$ cat src/rtl/cpuPkg.sv
/*
 * Shared definitions for the 16-bit multi-cycle processor.
 * Holds widths, instruction field positions, opcodes, ALU and mux codes,
 * the control bundle between controller and datapath, and the memory bus.
 */
package cpuPkg;

    // Word and field widths
    localparam int wordWidth     = 16;
    localparam int regAddrWidth  = 3;
    localparam int registerCount = 8;
    localparam int immWidth      = 7;
    localparam int jumpWidth     = 13;
    localparam int opcodeWidth   = 3;
    localparam int functWidth    = 4;

    // Field positions, opcode in the top bits
    localparam int opcodeLsb = 13;
    localparam int rsLsb     = 10;
    localparam int rtLsb     = 7;
    localparam int rdLsb     = 4;

    // Major opcodes; 5 and 6 fall back to R-type
    typedef enum logic [opcodeWidth-1:0] {
        opR   = 3'd0,
        opLw  = 3'd1,
        opSw  = 3'd2,
        opBeq = 3'd3,
        opJmp = 3'd4,
        opEnd = 3'd7
    } opcodeT;

    // R-type function field; unknown codes add
    localparam logic [functWidth-1:0] functAdd = 4'd0;
    localparam logic [functWidth-1:0] functSub = 4'd1;
    localparam logic [functWidth-1:0] functAnd = 4'd2;
    localparam logic [functWidth-1:0] functOr  = 4'd3;
    localparam logic [functWidth-1:0] functSlt = 4'd4;

    typedef enum logic [1:0] {
        addOp   = 2'd0,
        subOp   = 2'd1,
        functOp = 2'd2
    } aluOpT;

    // ALU operand B select
    localparam logic [1:0] srcBReg = 2'd0;
    localparam logic [1:0] srcBOne = 2'd1;
    localparam logic [1:0] srcBImm = 2'd2;

    // PC source select
    localparam logic [1:0] pcFromAlu    = 2'd0;
    localparam logic [1:0] pcFromAluOut = 2'd1;
    localparam logic [1:0] pcFromJump   = 2'd2;

    typedef enum logic [3:0] {
        fetch, decode, memAddress, memReadState, loadWriteback, memWriteState,
        execute, rWriteback, branch, jump, halt
    } controlStateT;

    typedef struct packed {
        logic       pcWrite;
        logic       pcWriteCond;
        logic       iOrD;
        logic       memRead;
        logic       memWrite;
        logic       irWrite;
        logic       memToReg;
        logic       regWrite;
        logic       regDst;
        logic       aluSrcA;
        logic [1:0] aluSrcB;
        logic [1:0] pcSource;
        aluOpT      aluOp;
    } controlBundleT;

    typedef struct packed {
        logic [wordWidth-1:0] address;
        logic [wordWidth-1:0] writeData;
        logic                 read;
        logic                 write;
    } memRequestT;

endpackage
$ cat src/rtl/cpu.sv
/*
 * Processor top level. Joins controller and datapath; memory lives
 * outside and answers memRequest combinationally on memReadData.
 */
`timescale 1ns/1ps

module cpu (
    input  logic                           clock,
    input  logic                           reset,
    input  logic [cpuPkg::wordWidth-1:0]   memReadData,
    output cpuPkg::memRequestT             memRequest,
    output logic                           halted
);
    import cpuPkg::*;

    controlBundleT controls;
    opcodeT        opcode;

    // Sequencer
    controlUnit controlUnit_inst (
        .clock    (clock),
        .reset    (reset),
        .opcode   (opcode),
        .controls (controls),
        .halted   (halted)
    );

    // Registers, ALU and memory request
    dataPath dataPath_inst (
        .clock       (clock),
        .reset       (reset),
        .controls    (controls),
        .memReadData (memReadData),
        .memRequest  (memRequest),
        .opcode      (opcode)
    );

endmodule

$ cat src/rtl/dataPath.sv
/*
 * Multi-cycle datapath steered by the controller's bundle.
 * Holds PC, IR, A, B, ALU-out and MDR around the register file and ALU,
 * and builds the memory request for fetch, load and store accesses.
 */
`timescale 1ns/1ps

module dataPath (
    input  logic                           clock,
    input  logic                           reset,
    input  cpuPkg::controlBundleT          controls,
    input  logic [cpuPkg::wordWidth-1:0]   memReadData,
    output cpuPkg::memRequestT             memRequest,
    output cpuPkg::opcodeT                 opcode
);
    import cpuPkg::*;

    logic [wordWidth-1:0]    pc;
    logic [wordWidth-1:0]    ir;
    logic [wordWidth-1:0]    regA;
    logic [wordWidth-1:0]    regB;
    logic [wordWidth-1:0]    aluOut;
    logic [wordWidth-1:0]    mdr;

    logic [wordWidth-1:0]    readDataA;
    logic [wordWidth-1:0]    readDataB;
    logic [wordWidth-1:0]    aluA;
    logic [wordWidth-1:0]    aluB;
    logic [wordWidth-1:0]    aluResult;
    logic                    aluZero;
    logic [wordWidth-1:0]    pcNext;
    logic                    pcLoad;
    logic [regAddrWidth-1:0] writeAddr;
    logic [wordWidth-1:0]    writeData;
    logic [wordWidth-1:0]    immExt;
    logic [wordWidth-1:0]    jumpTarget;

    // Instruction fields
    assign opcode     = opcodeT'(ir[opcodeLsb +: opcodeWidth]);
    assign immExt     = {{(wordWidth-immWidth){ir[immWidth-1]}}, ir[immWidth-1:0]};
    // Word-addressed jump, zero-extended
    assign jumpTarget = {{(wordWidth-jumpWidth){1'b0}}, ir[jumpWidth-1:0]};

    // PC and IR hold their value unless enabled
    always_ff @(posedge clock) begin
        if (reset) begin
            pc <= '0;
            ir <= '0;
        end else begin
            if (pcLoad) begin
                pc <= pcNext;
            end
            if (controls.irWrite) begin
                ir <= memReadData;
            end
        end
    end

    // Per-cycle staging registers
    always_ff @(posedge clock) begin
        regA   <= readDataA;
        regB   <= readDataB;
        aluOut <= aluResult;
        mdr    <= memReadData;
    end

    // Branch taken when A - B is zero
    assign pcLoad = controls.pcWrite | (controls.pcWriteCond & aluZero);

    always_comb begin
        case (controls.pcSource)
            pcFromAluOut: pcNext = aluOut;
            pcFromJump:   pcNext = jumpTarget;
            default:      pcNext = aluResult;
        endcase
    end

    // ALU operand select
    assign aluA = controls.aluSrcA ? regA : pc;

    always_comb begin
        case (controls.aluSrcB)
            srcBReg: aluB = regB;
            srcBOne: aluB = wordWidth'(1);
            default: aluB = immExt;
        endcase
    end

    // rt for loads, rd for R-type
    assign writeAddr = controls.regDst ? ir[rdLsb +: regAddrWidth]
                                       : ir[rtLsb +: regAddrWidth];
    assign writeData = controls.memToReg ? mdr : aluOut;

    registerFile registerFile_inst (
        .clock       (clock),
        .reset       (reset),
        .readAddrA   (ir[rsLsb +: regAddrWidth]),
        .readAddrB   (ir[rtLsb +: regAddrWidth]),
        .writeAddr   (writeAddr),
        .writeEnable (controls.regWrite),
        .writeData   (writeData),
        .readDataA   (readDataA),
        .readDataB   (readDataB)
    );

    arithmeticUnit arithmeticUnit_inst (
        .aluOp    (controls.aluOp),
        .funct    (ir[functWidth-1:0]),
        .operandA (aluA),
        .operandB (aluB),
        .result   (aluResult),
        .zero     (aluZero)
    );

    // Instruction fetch uses PC, data access uses ALU-out
    assign memRequest.address   = controls.iOrD ? aluOut : pc;
    assign memRequest.writeData = regB;
    assign memRequest.read      = controls.memRead;
    assign memRequest.write     = controls.memWrite;

endmodule

$ cat src/rtl/controlUnit.sv
/*
 * Multi-cycle controller. One state per clock; decode and memAddress branch
 * on the opcode. Each state decodes into the datapath control bundle.
 * The end instruction parks the machine in halt and raises halted.
 */
`timescale 1ns/1ps

module controlUnit (
    input  logic                  clock,
    input  logic                  reset,
    input  cpuPkg::opcodeT        opcode,
    output cpuPkg::controlBundleT controls,
    output logic                  halted
);
    import cpuPkg::*;

    controlStateT state;
    controlStateT nextState;

    always_ff @(posedge clock) begin
        if (reset) begin
            state <= fetch;
        end else begin
            state <= nextState;
        end
    end

    // Next state
    always_comb begin
        nextState = fetch;
        case (state)
            fetch: nextState = decode;
            decode: begin
                case (opcode)
                    opLw, opSw: nextState = memAddress;
                    opBeq:      nextState = branch;
                    opJmp:      nextState = jump;
                    opEnd:      nextState = halt;
                    // R-type and spare codes 5, 6
                    default:    nextState = execute;
                endcase
            end
            memAddress:   nextState = (opcode == opLw) ? memReadState : memWriteState;
            memReadState: nextState = loadWriteback;
            execute:      nextState = rWriteback;
            // Stays put until reset
            halt:         nextState = halt;
            // Writeback, store, branch and jump all return to fetch
            default:      nextState = fetch;
        endcase
    end

    // State to control bundle
    always_comb begin
        controls = '0;
        controls.aluOp = addOp;
        case (state)
            fetch: begin
                // IR <= mem[PC], PC <= PC + 1
                controls.memRead  = 1'b1;
                controls.irWrite  = 1'b1;
                controls.aluSrcB  = srcBOne;
                controls.pcSource = pcFromAlu;
                controls.pcWrite  = 1'b1;
            end
            decode: begin
                // Branch target into ALU-out ahead of time
                controls.aluSrcB = srcBImm;
            end
            memAddress: begin
                controls.aluSrcA = 1'b1;
                controls.aluSrcB = srcBImm;
            end
            memReadState: begin
                controls.memRead = 1'b1;
                controls.iOrD    = 1'b1;
            end
            loadWriteback: begin
                controls.memToReg = 1'b1;
                controls.regWrite = 1'b1;
            end
            memWriteState: begin
                controls.memWrite = 1'b1;
                controls.iOrD     = 1'b1;
            end
            execute: begin
                controls.aluSrcA = 1'b1;
                controls.aluSrcB = srcBReg;
                controls.aluOp   = functOp;
            end
            rWriteback: begin
                controls.regDst   = 1'b1;
                controls.regWrite = 1'b1;
            end
            branch: begin
                // A - B, PC <= ALU-out when zero
                controls.aluSrcA     = 1'b1;
                controls.aluSrcB     = srcBReg;
                controls.aluOp       = subOp;
                controls.pcWriteCond = 1'b1;
                controls.pcSource    = pcFromAluOut;
            end
            jump: begin
                controls.pcWrite  = 1'b1;
                controls.pcSource = pcFromJump;
            end
            // halt keeps every strobe and enable low
            default: ;
        endcase
    end

    assign halted = (state == halt);

endmodule

$ cat src/rtl/arithmeticUnit.sv
/*
 * Combinational ALU. The controller's operation code picks add or subtract
 * directly, or defers to the R-type function field. Zero flags a zero result.
 */
`timescale 1ns/1ps

module arithmeticUnit (
    input  cpuPkg::aluOpT                    aluOp,
    input  logic [cpuPkg::functWidth-1:0]    funct,
    input  logic [cpuPkg::wordWidth-1:0]     operandA,
    input  logic [cpuPkg::wordWidth-1:0]     operandB,
    output logic [cpuPkg::wordWidth-1:0]     result,
    output logic                             zero
);
    import cpuPkg::*;

    // Resolved operation, in function field encoding
    logic [functWidth-1:0] operation;

    always_comb begin
        case (aluOp)
            subOp:   operation = functSub;
            functOp: operation = funct;
            default: operation = functAdd;
        endcase
    end

    always_comb begin
        case (operation)
            functSub: result = operandA - operandB;
            functAnd: result = operandA & operandB;
            functOr:  result = operandA | operandB;
            // Signed compare
            functSlt: result = wordWidth'($signed(operandA) < $signed(operandB));
            default:  result = operandA + operandB;
        endcase
    end

    assign zero = (result == '0);

endmodule

$ cat src/rtl/registerFile.sv
/*
 * Eight-entry register file, two combinational read ports and one
 * synchronous write port. Register 0 reads zero and ignores writes.
 */
`timescale 1ns/1ps

module registerFile (
    input  logic                              clock,
    input  logic                              reset,
    input  logic [cpuPkg::regAddrWidth-1:0]   readAddrA,
    input  logic [cpuPkg::regAddrWidth-1:0]   readAddrB,
    input  logic [cpuPkg::regAddrWidth-1:0]   writeAddr,
    input  logic                              writeEnable,
    input  logic [cpuPkg::wordWidth-1:0]      writeData,
    output logic [cpuPkg::wordWidth-1:0]      readDataA,
    output logic [cpuPkg::wordWidth-1:0]      readDataB
);
    import cpuPkg::*;

    logic [wordWidth-1:0] registers [registerCount];

    always_ff @(posedge clock) begin
        if (reset) begin
            for (int i = 0; i < registerCount; i++) begin
                registers[i] <= '0;
            end
        end else if (writeEnable && (writeAddr != '0)) begin
            // Entry 0 never written, so it stays at its reset zero
            registers[writeAddr] <= writeData;
        end
    end

    assign readDataA = registers[readAddrA];
    assign readDataB = registers[readAddrB];

endmodule

$ cat config.mk
export PLATFORM = sky130hd
export DESIGN_NAME = cpu
export DESIGN_NICKNAME = d
export VERILOG_FILES = /design/src/rtl/cpuPkg.sv /design/src/rtl/cpu.sv /design/src/rtl/dataPath.sv /design/src/rtl/controlUnit.sv /design/src/rtl/arithmeticUnit.sv /design/src/rtl/registerFile.sv
export SDC_FILE = /design/constraint.sdc
export NUM_CORES = 1
export LEC_CHECK = 0
export ABC_AREA = 1
export BUFFER_PORTS_ARGS = -buffer_cell sky130_fd_sc_hd__clkbuf_2
export CORE_MARGIN = 2
export CORE_UTILIZATION = 55
export DETAILED_ROUTE_END_ITERATION = 6
export PLACE_DENSITY = 0.84
export SLEW_MARGIN = 20
export SYNTH_ARGS = -nofsm -noshare
export SYNTH_HDL_FRONTEND = slang
export SYNTH_SLANG_ARGS = --single-unit
$ cat constraint.sdc
create_clock -name clock -period 3.7 [get_ports clock]
set_input_delay 0.37 -clock clock [delete_from_list [all_inputs] [get_ports clock]]
set_output_delay 0.37 -clock clock [all_outputs]
set_load 0.005 [all_outputs]
==> results of run 1 <==
==> where the power goes <==
part / leakage, nW / switching, mW / internal, mW / total, mW
clock network: 0.335 / 0.944 / 1.27 / 2.21
registers: 2.15 / 0.396 / 3.22 / 3.62
logic: 4.41 / 7.25 / 4.32 / 11.6
total: 6.90 / 8.59 / 8.82 / 17.4
==> Yosys cell counts (9+ instances only) <==
cell / count / area [um^2]
clkbuf_1: 57 / 214
nor2_1: 287 / 1080
nand3_1: 66 / 330
nand2_2: 18 / 113
edfxtp_1: 128 / 3840
clkinv_1: 9 / 33.8
o21ai_1: 11 / 55.1
buf_2: 15 / 75.1
o22ai_1: 16 / 100
o21ai_0: 191 / 956
o211ai_1: 33 / 248
a31oi_1: 35 / 219
mux2i_1: 9 / 90.1
nand4_1: 10 / 62.6
nor3_1: 13 / 65.1
ha_1: 52 / 651
inv_2: 11 / 41.3
dfxtp_1: 100 / 2000
a21oi_1: 116 / 581
nand2_1: 307 / 1150
inv_1: 225 / 845
==> cell usage in the layout (no fill, tap or decap), drive strengths merged, types with 52 or more instances in the layout <==
| master | n |
|---|---|
| a21oi | 120 |
| ha | 52 |
| inv | 238 |
| o21ai | 203 |
| nor2 | 294 |
| edfxtp | 128 |
| nand2 | 327 |
| nand3 | 73 |
| clkbuf | 84 |
| buf | 104 |
| dfxtp | 100 |
==> final timing paths <==
kind	start	to	slack, ps	cells after the start
max	controlUnit_inst.state[0]	dataPath_inst.pc[13]	20	24
min	memReadData[11]	dataPath_inst.mdr[11]	5	1
max reg2reg	controlUnit_inst.state[0]	dataPath_inst.pc[13]	20	24
min reg2reg	dataPath_inst.pc[8]	dataPath_inst.pc[8]	500	2
==> per-stage QoR <==
step                      setup TNS (ps)  area, um^2  util [%]  setup slack [ps]
after floorplan                        0       13400         -              75.4
after global placement             -1640       14300      60.6              -135
after detailed placement           -2310       14300      60.6              -168
after CTS                              0       15300      64.9             0.804
after global routing               -2130       15900      67.4              -158
final                                  0       15900      67.4              21.6
==> what timing repair did <==
item | CTS | global route
hold buffers | 10 | 0
setup endpoints to repair | 16 | 17
hold endpoints to repair | 10 | 0
cloned | 3 | 3
resized for setup | 42 | 115
buffers inserted | 7 | 14
pin swaps | 6 | 36
==> routing by layer <==
layer / vias up / wire (um)
li1: 6066 / -
met5: - / 0
met4: 0 / 2110
met1: 6060 / 16100
met3: 165 / 3780
met2: 780 / 21100
==> sequential cells by signal (all words and copies together) (netlist names) <==
| signal | count |
|---|---|
| dataPath_inst.regB | 16 |
| controlUnit_inst.state | 4 |
| dataPath_inst.aluOut | 16 |
| dataPath_inst.regA | 16 |
| dataPath_inst.mdr | 16 |
| dataPath_inst.ir | 16 |
| dataPath_inst.pc | 16 |
| dataPath_inst.registerFile_inst.registers | 128 |
==> cell families (layout without fill, tap and decap cells) <==
group,Yosys count,in the layout,share of synthesized area [%]
AND/OR/NAND/NOR,725,725,22.7
AO/OA/AOI/OAI,422,423,17.5
buffers and inverters,332,452,9.81
flip-flops,228,228,43.9
adder cells (fa/ha/maj),54,54,5.19
multiplexers,9,9,0.676
XOR/XNOR,3,3,0.197
other,1,16,0.0282
==> final cells by class <==
| type | instances | area (um^2) |
|---|---|---|
| clock buffers | 29 | 598 |
| multi-input cells | 1230 | 6740 |
| repair buffers | 169 | 1310 |
| well taps | 319 | 399 |
| flip-flops and latches | 228 | 5850 |
| fillers | 1934 | 7690 |
| inverters | 246 | 928 |
| clock inverters | 8 | 86.3 |
==> results.toml, run 1 <==
[die]
die_height_um = 160
die_w_um = 160
start_util_pct = 56.4
die_area_um2 = 25500
core_um2 = 23600
core.rowCount = 56
num_io_pins = 53

[route]
dr.first_iter.drc_count = 1963
vias = 13100
route.antenna.remaining_nets = 0
via_per_inst = 5.86
drc = 1
wl_mm = 43.1
wl_per_cell_um = 19.3
dr.pass1.iters = 7

[synthesis]
postSynthRegisterBits = 228
synth-seq-area-share_pct = 43.9
yosysWarnings = 0
syn_avg_cell_area_um2 = 7.51
synth_edf_count = 128
synth-main-ff-cell = "edfxtp_1"
synth.distinct_cells = 48
synthArstFlopShare_pct = 0
syn-cell-area_um2 = 13300
netlist_instances = 1774

[timing]
fin_crit_sh_pct = 99.4
setup_violations = 0
skew_ps = 16.4
hold_viol = 0
finalMaxSlewViolations = 0
max_freq_ghz = 0.272
slew_headroom_pct = 27.7
holdWs_ps = 4.63
worst_pin_slew_ps = 1080
layout_min_cycle_time_ps = 3680

[grt]
use_met1_pct = 39.6
antenna_found_initial = 0
overflow = 0
grt_pass1_vias = 12200
grt_util_met3_pct = 3.97
top_usage_layer = "met2"
grt_max_degree = 113
met2_usage_pct = 54.2
grt.total_usage_pct = 31.5
grt_pass1_wl_mm = 64.1

[setup_path]
arrival_ps = 4080
cp-start-kind = "flip-flop"
worst-path-buf-inv = 5
worst_path_max_delay_cell = "dfxtp_1"
crit_top_cell = "nand2_1"
crit_path_max_incr_delay_ps = 420
crit_family = "simple AND/OR/NAND/NOR gates"
cp_max_fo = 15
critical_path.endpoint_type = "flip-flop"
crit_type = "flip-flop to flip-flop"
crit_chain = "nand2_1 > nand2_1 > buf_6 > inv_1 > o22ai_1 > inv_1 > fa_2 > inv_2 > nand3_1 > nand2_2 > nand2_1 > nand3_1 > a21oi_1 > nor2_2 > nand2_1 > nor2_1 > nand2_1 > nor2_2 > nand3_2 > nand2_4 > clkbuf_16 > nand2_1 > nand2_1 > nor2_1"
cp.required_ps = 4100

[run_status]
run_status = "finished with violations"
violations = "DRC"

[finish]
drive_above_1_share_pct = 18.4
fin_nets = 1969
final_cells = 2229
area_growth_pct = 19.5
antennaDiodeCount = 0

[flow_run]
cap_violations = 0

[clock_network]
cts_root_buffer = "clkbuf_16"
cts_buffer_depth = 3
clock_latency_ps = 520
htree_levels = 1
cts_buffers = 22
clock_sinks = 228
tritoncts = "done"
clkTransAtPathRegs_ps = 60

[power]
power.density_nw_per_um2 = 1090
leakage_nw = 6.90
power.total_mw = 17.4
ir_worst_vdd_mv = 0.514

[placement]
dp_hpwl_mm = 29.3
globalplace.congestion = 0.957
place_inst = 2156
port_buffers = 52

[hold_path]
hold_class = "primary input to flip-flop"
No activity file was read; power rests on OpenSTA's default activity.
==> run 2, diff against run 1 <==
--- a/config.mk
+++ b/config.mk
@@ -7,11 +7,12 @@
 export LEC_CHECK = 0
 export ABC_AREA = 1
 export BUFFER_PORTS_ARGS = -buffer_cell sky130_fd_sc_hd__clkbuf_2
+export CELL_PAD_IN_SITES_DETAIL_PLACEMENT = 1
+export CELL_PAD_IN_SITES_GLOBAL_PLACEMENT = 2
 export CORE_MARGIN = 2
-export CORE_UTILIZATION = 55
+export CORE_UTILIZATION = 33
 export DETAILED_ROUTE_END_ITERATION = 6
-export PLACE_DENSITY = 0.84
-export SLEW_MARGIN = 20
+export PLACE_DENSITY = 0.85
 export SYNTH_ARGS = -nofsm -noshare
 export SYNTH_HDL_FRONTEND = slang
 export SYNTH_SLANG_ARGS = --single-unit
==> results.toml, run 2 (synthesis results as in run 1) <==
[run_status]
run_status = "complete, no violations"

[route]
route.antenna.remaining_nets = 0
dr.pass1.iters = 5
wl_per_cell_um = 19.5
vias = 12800
via_per_inst = 5.06
wl_mm = 49.2
drc = 0
dr.first_iter.drc_count = 581

[placement]
globalplace.congestion = 0.903
port_buffers = 52
place_area_um2 = 15100
dp_hpwl_mm = 36.5

[clock_network]
clock_latency_ps = 530
htree_levels = 1
clkTransAtPathRegs_ps = 70
cts_buffer_depth = 3
cts_buffers = 24
tritoncts = "done"
clock_sinks = 228
cts_root_buffer = "clkbuf_16"

[timing]
max_freq_ghz = 0.282
worst_pin_slew_ps = 1260
setup_violations = 0
finalMaxSlewViolations = 0
slew_headroom_pct = 15.7
skew_ps = 19.1
layout_min_cycle_time_ps = 3550
hold_viol = 0
fin_crit_sh_pct = 95.8

[hold_path]
hold_class = "primary input to flip-flop"

[die]
die_height_um = 205
core_um2 = 39800
core.rowCount = 73
die_area_um2 = 42000
die_w_um = 205
start_util_pct = 33.4
num_io_pins = 53

[grt]
grt.total_usage_pct = 23.1
antenna_found_initial = 0
grt_pass1_wl_mm = 75.0
grt_pass1_vias = 13400
overflow = 0
grt_max_degree = 67

[finish]
layout_common_cells = "nand2_1 (283), nor2_1 (265), inv_1 (213), o21ai_0 (174), buf_4 (166)"
drive_above_1_share_pct = 22.7
stdcell_area_um2 = 17000
fill_cells = 4940
largest_register = "dataPath_inst.registerFile_inst.registers"
largest_register_ffs = 128
fin_nets = 2049
area_growth_pct = 27.3
layout_commonest_cell = "nand2_1"

[setup_path]
cp_max_fo = 7
worst_path_max_delay_cell = "dfxtp_2"
cp-start-kind = "flip-flop"
crit_type = "flip-flop to flip-flop"
crit_path_max_incr_delay_ps = 360
cp.required_ps = 4110
critical_path.endpoint_type = "flip-flop"
arrival_ps = 3960

[power]
power.density_nw_per_um2 = 1130
ir_worst_vdd_mv = 0.375
leakage_nw = 7.31
power.total_mw = 19.1

[flow_run]
cap_violations = 0
==> run 2: cell count changes in the layout (fill, tap and decap cells not counted), moves of 4 or more <==
cell,delta
nand2_1,-4
buf_4,+72
dlygate4sd3_1,+4
nand3_1,-6
a21oi_2,+4
a21oi_1,-6
nand3_2,+4
ha_2,+4
==> run 2: layout make-up <==
| class | count | area (um^2) | share of cell area [%] |
|---|---|---|---|
| multi-input combinational | 1230 | 6810 | 40.2 |
| tap | 525 | 657 | 3.87 |
| antenna | 1 | 2.50 | 0.0148 |
| timing repair buffer | 247 | 1910 | 11.2 |
| sequential | 228 | 5860 | 34.6 |
| clock inverter | 14 | 126 | 0.745 |
| clock buffer | 30 | 654 | 3.86 |
| inverter | 246 | 936 | 5.52 |
==> run 2: path summary, 6_finish.rpt <==
check	slack, ps	endpoint	from	cells past startpoint
worst max-delay path	150	dataPath_inst.pc[11]	controlUnit_inst.state[1]	28
worst min-delay path	20	dataPath_inst.mdr[6]	memReadData[6]	1
worst max register to register	150	dataPath_inst.pc[11]	controlUnit_inst.state[1]	28
worst min register to register	490	dataPath_inst.pc[13]	dataPath_inst.pc[13]	2
==> run 2: repair_timing <==
action                     4_1_cts  5_1_grt
cloned                           2        1
setup endpoints to repair       16       16
pin swaps                       11       49
gates resized for setup         41      143
hold endpoints to repair        13        1
hold buffers                    13        1
setup buffers                   10       15
==> run 2: worst max-delay path: cells and delay by family (launching register included) <==
| kind | cells | cell delay [ps] |
|---|---|---|
| simple gates | 16 | 1390 |
| buf+inv | 8 | 830 |
| compound gates | 3 | 490 |
| flops | 1 | 360 |
| fa+ha+maj | 1 | 320 |
==> run 2: power breakdown <==
part | switching [mW] | internal (mW) | total [mW] | leakage [nW]
clock network | 1.03 | 1.39 | 2.42 | 0.376
registers | 0.517 | 3.23 | 3.75 | 2.15
logic | 7.61 | 5.32 | 12.9 | 4.78
total | 9.16 | 9.94 | 19.1 | 7.31
==> run 2: through the flow <==
step | TNS (ps) | worst slack (ps) | hold WS [ps] | cells | util (%)
3_5_place_dp | -4650 | -308 | 481 | 2434 | 38.0
2_1_floorplan | 0 | 75.4 | 398 | 1789 | -
3_3_place_gp | -3090 | -225 | 468 | 2434 | 38.0
5_1_grt | -572 | -64.1 | 6.35 | 2520 | 42.6
6_report | 0 | 154 | 24.9 | 2521 | 42.6
4_1_cts | 0 | 1.03 | 3.11 | 2503 | 40.8
==> run 2: layer usage <==
metal  share of wire [%]  vias to the layer above  track usage, %
met2                  51                      220            42.3
met1                  43                     6226            28.1
li1                    -                     6237               -
met3                 2.8                       83            2.16
met5                   0                        -               0
met4                 3.2                        0            7.71
